<file path="src/include/balance_mac_defs.svh">
/*
 * balance_mac shared sizes
 * word width, coefficient lanes, coefficient width, result FIFO depth
 * and the width of the completion counter
 */

`ifndef BALANCE_MAC_DEFS_SVH
`define BALANCE_MAC_DEFS_SVH

//////////////////////////////////////////////////
// input side

// bits per input word
`define BM_WORD_WIDTH 32

//////////////////////////////////////////////////
// multiply-add side

// number of coefficient lanes, must be a power of two
`define BM_NUM_LANES 16

// coefficient width, also the width of data_out
`define BM_COEF_WIDTH 8

// entries in the result FIFO
`define BM_FIFO_DEPTH 512

// completed words since reset
`define BM_COUNT_WIDTH 64

`endif

</file>
<file path="src/verilog/balance_mac_pkg.sv">
/*
 * balance_mac types
 * signed bit-balance result, unsigned coefficient and sum value,
 * and the completion count
 */

`include "balance_mac_defs.svh"

package balance_mac_pkg;

   // enough bits for -WORD_WIDTH .. +WORD_WIDTH
   localparam int BALANCE_WIDTH = $clog2(2 * `BM_WORD_WIDTH + 1);

   // ones minus zeros of one word
   typedef logic signed [BALANCE_WIDTH-1:0] balance_t;

   // lane coefficient, product and sum, all modulo 2^coef width
   typedef logic [`BM_COEF_WIDTH-1:0] coef_t;

   // number of finished words
   typedef logic [`BM_COUNT_WIDTH-1:0] count_t;

endpackage

</file>
<file path="src/verilog/bit_balance.sv">
/*
 * bit_balance
 * walks a captured word one bit per cycle, LSB first, and counts
 * ones minus zeros. done rises WIDTH+1 cycles after go is taken and
 * holds, with result, until the next go
 */

`timescale 1ns/1ps
`include "balance_mac_defs.svh"

module bit_balance #(
   parameter int WIDTH = `BM_WORD_WIDTH
) (
   input  logic                      clk,
   input  logic                      rst,
   input  logic                      go,
   input  logic [WIDTH-1:0]          data,
   output balance_mac_pkg::balance_t result,
   output logic                      done
);

   typedef enum logic [1:0] {IDLE, COMPUTE, FINISHED} state_t;

   state_t                    state_r;
   logic [WIDTH-1:0]          data_r;
   logic [$clog2(WIDTH)-1:0]  bit_cnt_r;
   balance_mac_pkg::balance_t diff_r;
   balance_mac_pkg::balance_t diff_next;
   balance_mac_pkg::balance_t result_r;
   logic                      done_r;
   logic                      last_bit;
   logic                      start;

   // go is only honoured outside of COMPUTE
   assign start     = go && (state_r != COMPUTE);
   assign last_bit  = (state_r == COMPUTE) && (bit_cnt_r == WIDTH - 1);
   assign diff_next = data_r[0] ? diff_r + 1'b1 : diff_r - 1'b1;

   //////////////////////////////////////////////////
   // control FSM

   always_ff @(posedge clk or posedge rst) begin
      if (rst) begin
         state_r   <= IDLE;
         done_r    <= 1'b0;
         bit_cnt_r <= '0;
         diff_r    <= '0;
      end else begin
         case (state_r)
            IDLE, FINISHED: begin
               // a new go in FINISHED starts straight away
               if (go) begin
                  done_r    <= 1'b0;
                  bit_cnt_r <= '0;
                  diff_r    <= '0;
                  state_r   <= COMPUTE;
               end
            end
            COMPUTE: begin
               diff_r    <= diff_next;
               bit_cnt_r <= bit_cnt_r + 1'b1;
               if (last_bit) begin
                  done_r  <= 1'b1;
                  state_r <= FINISHED;
               end
            end
            default: state_r <= IDLE;
         endcase
      end
   end

   //////////////////////////////////////////////////
   // word shifter and result hold

   always_ff @(posedge clk) begin
      if (start) begin
         data_r <= data;
      end else if (state_r == COMPUTE) begin
         data_r <= data_r >> 1;
      end
      // result only moves on the final bit
      if (last_bit) begin
         result_r <= diff_next;
      end
   end

   assign result = result_r;
   assign done   = done_r;

endmodule

</file>
<file path="config.mk">
export PLATFORM = sky130hd
export DESIGN_NAME = bit_balance
export DESIGN_NICKNAME = d
export VERILOG_FILES = /design/src/verilog/balance_mac_pkg.sv /design/src/verilog/bit_balance.sv
export VERILOG_INCLUDE_DIRS = /design/src /design/src/include
export SDC_FILE = /design/constraint.sdc
export NUM_CORES = 1
export LEC_CHECK = 0
export ABC_AREA = 1
export BUFFER_PORTS_ARGS = -buffer_cell sky130_fd_sc_hd__buf_2
export CELL_PAD_IN_SITES_DETAIL_PLACEMENT = 0
export CELL_PAD_IN_SITES_GLOBAL_PLACEMENT = 1
export CORE_ASPECT_RATIO = 0.8
export CORE_MARGIN = 2
export CORE_UTILIZATION = 43
export CTS_BUF_LIST = sky130_fd_sc_hd__clkbuf_8
export DETAILED_ROUTE_END_ITERATION = 10
export GPL_TIMING_DRIVEN = 1
export PLACE_DENSITY_LB_ADDON = 0.1
export SLEW_MARGIN = 20
export SYNTH_ARGS = -nofsm -noshare
export SYNTH_HDL_FRONTEND = slang
export SYNTH_SLANG_ARGS = --single-unit
</file>
<file path="constraint.sdc">
create_clock -name clk -period 1.8 [get_ports clk]
set_input_delay 0 -clock clk [delete_from_list [all_inputs] [get_ports clk]]
set_output_delay 0 -clock clk [all_outputs]
set_load 0.1 [all_outputs]
</file>
==> metrics.cfg <==
[outcome]
status=finished, final reports clean

[timing]
worst_slew_pin_slew_ns=0.585
period_minus_slack_ns=1.69
fin_tns_setup_ns=0
fin_crit_sh=0.939
rsz0062_at_grt=no
finalSetupViolations=0
setup_ws_ns=0.110
relSlewSlack=0.610
slew_viol_final=0
final.setup_skew_ns=0.00783
whs_ns=0.00484
final_hold_viol_count=0
fmax_ghz=0.592

[synthesis]
syn_area_um2=2610
yosysTopAreaCell=edfxtp_1
yosysTopAreaCellShare=0.448
synth_nets=239
synth-async-reset-ratio=0.278
yosys_register_bits=54
yosysUniqueCellTypes=23
synth-main-ff-cell=edfxtp_1
avgSynthCellArea_um2=13.3
synthCells=196
ys_seq_area_frac=0.592
synthTopCellsByArea=edfxtp_1 45%, mux2_4 17%, dfrtp_1 14%, nand2_1 5.3%, ha_1 3.4%
synth_edf_count=39
yosysMostFrequentCell=edfxtp_1
ys_warn_count=0
synth_common_cells=39 x edfxtp_1, 37 x nand2_1, 29 x mux2_4, 21 x inv_1, 15 x dfrtp_1

[cts]
clock-sinks=54
cts_buffers=5
clk_latency_ns=0.30
cts.htree.levels=2
path_clk_slew_ns=0.10
cts_root_buffer=clkbuf_8
cts_tree=yes
cts_buffer_depth=2

[floorplanning]
num_rows=25
initial_utilization=0.444
die-width_um=91.1
core_um2=5880
die_y_um=73.7
io_pins=43
fp.dieArea_um2=6720

[power_and_ir_drop]
pwr-share-clk=0.132
leakage_nw=1.60
p_per_area_nw_per_um2=1780
ir_worst_vdd_v=0.000808
internal-power_mw=3.98
switchingPower_mw=2.01
power_frac_seq=0.398
fin_total_pwr_mw=5.99
netSwitchingFraction=0.336
power_frac_comb=0.470

[route]
via_count=1619
wl_per_cell_um=12.6
firstDrtPassIters=4
ant_nets=0
vias_per_cell=4.51
drtIter0Drc=62
wl_mm=4.52
drc=0

[cells_and_area]
register_area_um2=1550
drive_gt1_frac=0.367
fillers=504
fin_cells=359
multi_input_area_um2=971
num_antenna_cells=0
final_util=0.574
finalInstanceArea_um2=3370
area_growth_pct=29.2
nets=320

[critical_path]
critPathLaunch=data_r[0]
crit_path_start_kind=flop
path_class=flop to flop
r2r-start=data_r[0]
worstPathRequired_ns=1.86
arrival_ns=1.75
cp_max_fo=7
end_kind=flop

[grt]
first_global_vias=1419
track_usage=0.137
grt_overflow=0
antenna_found_initial=0
grt_max_degree=18
grt_pass1_wl_mm=7.02

[placed_design]
pre_cts_ws_ns=0.00341
place_area_um2=2960
dp_cells=324
globalplace.congestion=0.803
dp_hpwl_mm=3.01
port_buffers=42

[worst_hold_path]
holdCritPathClass=input port to flop
worstHoldStart=data[16]

[run]
cap_violations=0

[layer usage]
metal | vias to the layer above | part of all wire | GRT usage
met1 | 743 | 0.52 | 0.224
met5 | - | 0 | 0
li1 | 838 | - | -
met3 | 2 | 0.045 | 0.0277
met4 | 0 | 0.0033 | 0.0303
met2 | 36 | 0.43 | 0.182
[what timing repair did]
action,4_1_cts,5_1_grt
hold buffers,26,1
setup endpoints to repair,1,3
resized for setup,1,5
buffers inserted,0,0
hold endpoints to repair,40,1
cloned,0,0
[layout make-up]
| class | instances | area share |
|---|---|---|
| Clock buffer | 5 | 0.0204 |
| Tap cell | 81 | 0.0300 |
| Multi-Input combinational cell | 116 | 0.288 |
| Timing Repair Buffer | 78 | 0.166 |
| Inverter | 22 | 0.0252 |
| Sequential cell | 54 | 0.458 |
| Clock inverter | 3 | 0.0119 |
[placed cells by master (no fill, tap or decap), types with 5 or more instances in the layout]
cell	count
buf_2	42
edfxtp_1	39
nand2_1	37
mux2_4	29
dlygate4sd3_1	27
inv_1	20
dfrtp_1	15
nand3_1	8
buf_4	8
nor2_1	7
o21ai_0	6
ha_1	5
clkbuf_8	5
[path summary, 6_finish.rpt]
path                       cells after the start    endpoint  slack, ns
min reg2reg                                    2        done       0.50
max                                            6   result[4]       0.11
min                                            2  data_r[16]      0.005
max in group asynchronous                      3  state_r[0]       1.12
max reg2reg                                    6   result[4]       0.11
min in group asynchronous                      3   diff_r[0]       0.30
[worst max-delay path: stages, from the launching register on]
cell and delay, ns:
edfxtp_1 0.40, inv_4 0.09, fa_2 0.40, nand3_1 0.09, nand2_1 0.06, or2_2 0.27
and2_1 0.14
[power by group through the flow]
stage / Clock, mW / Sequential, mW / Combinational [mW]
2_1_floorplan: 0 / 2.46 / 2.02
3_5_place_dp: 0 / 2.39 / 2.70
6_report: 0.790 / 2.38 / 2.82
4_1_cts: 0.816 / 2.37 / 2.77
5_1_grt: 0.865 / 2.44 / 3.14
3_3_place_gp: 0 / 2.38 / 2.71
[flip-flops by register name (all words and copies together) (netlist names)]
name       cells
bit_cnt_r      5
data_r        32
diff_r         7
done           1
result         7
state_r        2
[logic make-up (layout without fill, tap and decap cells)]
logic type      count (synthesis)  in the layout  synth area share
flops                          54             54             0.592
simple gates                   62             62             0.106
buf+inv                        26            108            0.0465
fa+ha+maj                       8              8            0.0412
mux                            31             31             0.175
compound gates                 13             13            0.0316
xor+xnor                        2              2           0.00671
No activity file was read; power rests on OpenSTA's default activity.
