**src/include/balance_mac_defs.svh**
```systemverilog
/*
 * balance_mac shared sizes
 * word width, coefficient lanes, coefficient width, result FIFO depth
 * and the width of the completion counter
 */

`ifndef BALANCE_MAC_DEFS_SVH
`define BALANCE_MAC_DEFS_SVH

//////////////////////////////////////////////////
// input side

// bits per input word
`define BM_WORD_WIDTH 32

//////////////////////////////////////////////////
// multiply-add side

// number of coefficient lanes, must be a power of two
`define BM_NUM_LANES 16

// coefficient width, also the width of data_out
`define BM_COEF_WIDTH 8

// entries in the result FIFO
`define BM_FIFO_DEPTH 512

// completed words since reset
`define BM_COUNT_WIDTH 64

`endif

```
**src/verilog/balance_mac_pkg.sv**
```systemverilog
/*
 * balance_mac types
 * signed bit-balance result, unsigned coefficient and sum value,
 * and the completion count
 */

`include "balance_mac_defs.svh"

package balance_mac_pkg;

   // enough bits for -WORD_WIDTH .. +WORD_WIDTH
   localparam int BALANCE_WIDTH = $clog2(2 * `BM_WORD_WIDTH + 1);

   // ones minus zeros of one word
   typedef logic signed [BALANCE_WIDTH-1:0] balance_t;

   // lane coefficient, product and sum, all modulo 2^coef width
   typedef logic [`BM_COEF_WIDTH-1:0] coef_t;

   // number of finished words
   typedef logic [`BM_COUNT_WIDTH-1:0] count_t;

endpackage

```
**src/verilog/mac_tree.sv**
```systemverilog
/*
 * mac_tree
 * multiplies one signed operand by NUM_LANES coefficients and sums the
 * products in a registered binary tree, all modulo 2^coef width.
 * latency is 3 + log2(NUM_LANES) cycles, 7 at 16 lanes
 */

`timescale 1ns/1ps
`include "balance_mac_defs.svh"

module mac_tree #(
   parameter int NUM_LANES = `BM_NUM_LANES
) (
   input  logic                      clk,
   input  logic                      rst,
   input  balance_mac_pkg::balance_t operand,
   input  logic                      operand_valid,
   input  balance_mac_pkg::coef_t    coef [NUM_LANES],
   output balance_mac_pkg::coef_t    sum,
   output logic                      sum_valid
);

   localparam int LEVELS  = $clog2(NUM_LANES);
   // operand, product and retiming stages ahead of the adders
   localparam int LATENCY = 3 + LEVELS;
   // heap-ordered tree, root at 0, leaves at NUM_LANES-1 and up
   localparam int NODES   = 2 * NUM_LANES - 1;

   balance_mac_pkg::balance_t operand_r;
   balance_mac_pkg::coef_t    operand_ext;
   balance_mac_pkg::coef_t    prod_r [NUM_LANES];
   balance_mac_pkg::coef_t    node_r [NODES];
   logic [LATENCY-1:0]        valid_r;

   // sign extend, the low bits of the product then come out right
   assign operand_ext = balance_mac_pkg::coef_t'(operand_r);

   //////////////////////////////////////////////////
   // multipliers

   always_ff @(posedge clk) begin
      operand_r <= operand;
      for (int i = 0; i < NUM_LANES; i++) begin
         prod_r[i] <= coef[i] * operand_ext;
      end
   end

   //////////////////////////////////////////////////
   // adder tree

   // leaves retime the products, each inner node adds its two children.
   // the root is the output register
   always_ff @(posedge clk) begin
      for (int i = 0; i < NUM_LANES; i++) begin
         node_r[NUM_LANES-1+i] <= prod_r[i];
      end
      for (int n = 0; n < NUM_LANES - 1; n++) begin
         node_r[n] <= node_r[2*n+1] + node_r[2*n+2];
      end
   end

   assign sum = node_r[0];

   //////////////////////////////////////////////////
   // valid delay line

   always_ff @(posedge clk or posedge rst) begin
      if (rst) begin
         valid_r <= '0;
      end else begin
         valid_r <= {valid_r[LATENCY-2:0], operand_valid};
      end
   end

   assign sum_valid = valid_r[LATENCY-1];

endmodule

```
**config.mk**
```make
export PLATFORM = sky130hd
export DESIGN_NAME = mac_tree
export DESIGN_NICKNAME = d
export VERILOG_FILES = /design/src/verilog/balance_mac_pkg.sv /design/src/verilog/mac_tree.sv
export VERILOG_INCLUDE_DIRS = /design/src /design/src/include
export SDC_FILE = /design/constraint.sdc
export NUM_CORES = 1
export LEC_CHECK = 0
export BUFFER_PORTS_ARGS = -buffer_cell sky130_fd_sc_hd__buf_2
export CAP_MARGIN = 20
export CORE_MARGIN = 3
export CORE_UTILIZATION = 40
export CTS_CLUSTER_SIZE = 30
export DETAILED_ROUTE_END_ITERATION = 6
export PLACE_DENSITY = 0.59
export REMOVE_ABC_BUFFERS = 1
export SETUP_SLACK_MARGIN = 0.02
export SLEW_MARGIN = 20
export SYNTH_ARGS = -nofsm -noshare
export SYNTH_HDL_FRONTEND = slang
export SYNTH_SLANG_ARGS = --single-unit
```
**constraint.sdc**
```tcl
create_clock -name clk -period 12.38 [get_ports clk]
set_input_delay 1.857 -clock clk [delete_from_list [all_inputs] [get_ports clk]]
set_output_delay 1.857 -clock clk [all_outputs]
set_load 0.005 [all_outputs]
```
==> results_dict.tcl <==
set metrics [dict create \
    dp.final_hpwl_um 40200 \
    cts.sinks 390 \
    peakVddDrop_mv 0.0923 \
    fin_ws_ps 7360 \
    tns_ps 0 \
    powerDensity_mw_per_mm2 202 \
    synth_area_leader_cell "dfxtp_1" \
    hold_viol_final 0 \
    die_h_um 262 \
    dp_cells 3546 \
    critPathMaxFanout 7 \
    endpoint_kind "register" \
    r2r-end "prod_r[0][7]" \
    ctsHtreeMaxLevel 2 \
    floorplan.rows 93 \
    p_leak_nw 14.2 \
    syn_inst 2604 \
    drt_iter0_markers 542 \
    power_mw 5.91 \
    slew_violations 0 \
    tightest_slew_ps 849 \
    yosysTopAreaCellShare_pct 29.3 \
    synth_area_leaders "dfxtp_1 (29%), ha_1 (18%), fa_1 (17%)" \
    fin_cells 3627 \
    yosysMostFrequentCell "dfxtp_1" \
    area_growth_pct 11.7 \
    utilization_pct 45.3 \
    worst_setup_path_start_kind "input pin" \
    insertion_delay_ps 560 \
    num_vias 16800 \
    criticalPathCategory "in2reg" \
    grt_pass1_vias 18200 \
    coreArea_mm2 0.0646 \
    regToRegSetupSlack_ps 7390 \
    grt_max_degree 77 \
    antenna_found_initial 4 \
    reg2reg_depth 14 \
    cts_tree "built" \
    layout_min_cycle_time_ps 5020 \
    ant_nets 0 \
    ys_types 24 \
    hold_class "reg2reg" \
    timing.max_cap.violations 0 \
    reg2reg_from "operand_r[3]" \
    syn_area_mm2 0.0262 \
    cts_root_buffer "clkbuf_16" \
    outcome "completed" \
    ys_seq_elements 390 \
    syn_area_per_cell_um2 10.0 \
    hp-start "prod_r[0][3]" \
    fin_area_mm2 0.0292 \
    place_area_mm2 0.0277 \
    clock.fmax_ghz 0.199 \
    start_util_pct 40.5 \
    hold_ws_ps 319 \
    die_x_um 262 \
    post-route-period-util_pct 40.6 \
    cts_setup_buffers 0 \
    via_per_inst 4.63 \
    numPortBuffers 146 \
    cts-resized-gates 0 \
    fill_cells 6110 \
    slew_headroom_pct 43.4 \
    holdPathEnd "node_r[0][123]" \
    overflow 0 \
    grt_pass1_wl_um 88800 \
    postRouteWirelength_um 53200 \
    regArea_mm2 0.00786 \
    nets 3475 \
    critPathRequiredTime_ps 12810 \
    wl_per_cell_um 14.7 \
    rsz0062_at_grt "false" \
    gp_congestion 0.816 \
    clk_pin_slew_ps 50 \
    drc 0 \
    grt.total_usage_pct 16.1 \
    multi_input_area_mm2 0.0167 \
    yosysSeqAreaShare_pct 30.0 \
    skew_ps 19.4 \
    synth_edf_count 0 \
    synth_warnings 0 \
    cp_data_arrival_time_ps 5460 \
    hold_depth 0 \
    hold_buffers 0 \
    ys.flop_type "dfxtp_1" \
    die_area_mm2 0.0685 \
    setup_viol 0 \
    drive_gt1_share_pct 8.67 \
    async_flop_share_pct 1.79 \
    clockBufferDepth 3 \
    first_pass_iters 7 \
    pin_count 147 \
    synth_common_cells "dfxtp_1 (383), ha_1 (377), inv_1 (352)" \
    pre_cts_slack_ps 6810 \
    cts_buffers 44 \
]
metal layers:
metal / global-route usage [%] / routed length [um]
met5: 0 / 16
met4: 6.02 / 1550
met3: 2.40 / 1850
met2: 28.4 / 26400
met1: 19.9 / 23300
power by group:
group / switching (mW) / internal (mW) / leakage [nW]
Sequential: 0.184 / 1.78 / 3.31
Combinational: 1.35 / 1.27 / 10.2
Clock: 0.519 / 0.796 / 0.722
flip-flops by register name (all words and copies together), names as in the netlist:
signal,cells
node_r,248
operand_r,7
valid_r,7
prod_r,128
cell families after synthesis:
kind of cell,synth area share [%]
AND/OR/NAND/NOR,13.1
adder cells (fa/ha/maj),35.1
buffers and inverters,6.25
flip-flops,30.0
XOR/XNOR,11.6
AO/OA/AOI/OAI,4.04
worst max-delay path by stage:
stage	from	endpoint	slack, ps	cells after the start
2_1_floorplan	coef[120]	prod_r[0][7]	7130	13
3_3_place_gp	coef[0]	prod_r[1][63]	6860	14
3_5_place_dp	coef[120]	prod_r[0][7]	6810	14
4_1_cts	operand_r[3]	prod_r[0][7]	7380	14
5_1_grt	operand_r[3]	prod_r[0][23]	7070	15
6_report	coef[120]	prod_r[0][7]	7360	14
critical path: stages:
cell and delay, ps:
buf_2 140, or2b_1 250, fa_1 520, fa_1 550, inv_1 60, fa_1 530, inv_1 60, fa_1 530
inv_1 40, ha_1 320, a21oi_1 200, xnor2_1 160, xnor2_1 150, xnor2_1 90
layout by cell type (no fill, tap or decap), types with 4 or more instances in the layout:
cell	Yosys	final
or2b_1	12	12
nor2_1	47	47
clkbuf_16	0	45
nand2b_1	30	30
inv_1	352	352
a21o_1	62	62
dfxtp_2	0	4
bufinv_16	0	5
nand2_1	285	285
dfrtp_1	7	7
fa_1	223	223
o41ai_1	15	15
and2_1	273	273
clkinv_2	0	9
o21ai_0	30	30
clkinvlp_4	0	6
nor3_1	15	15
ha_1	377	377
buf_2	10	146
xnor2_1	269	269
buf_4	9	8
a21oi_1	62	62
xor2_1	76	76
nor2b_1	15	15
dfxtp_1	383	376
clkbuf_8	0	4
final cells by class:
class                           count  area share [%]
Multi-Input combinational cell   1794            57.1
Sequential cell                   390            26.9
Inverter                          353            4.55
Clock buffer                       52            4.08
Tap cell                          855            3.66
Timing Repair Buffer              154            2.71
Clock inverter                     26            1.03
Antenna cell                        3          0.0257
No activity file was read; power rests on OpenSTA's default activity.
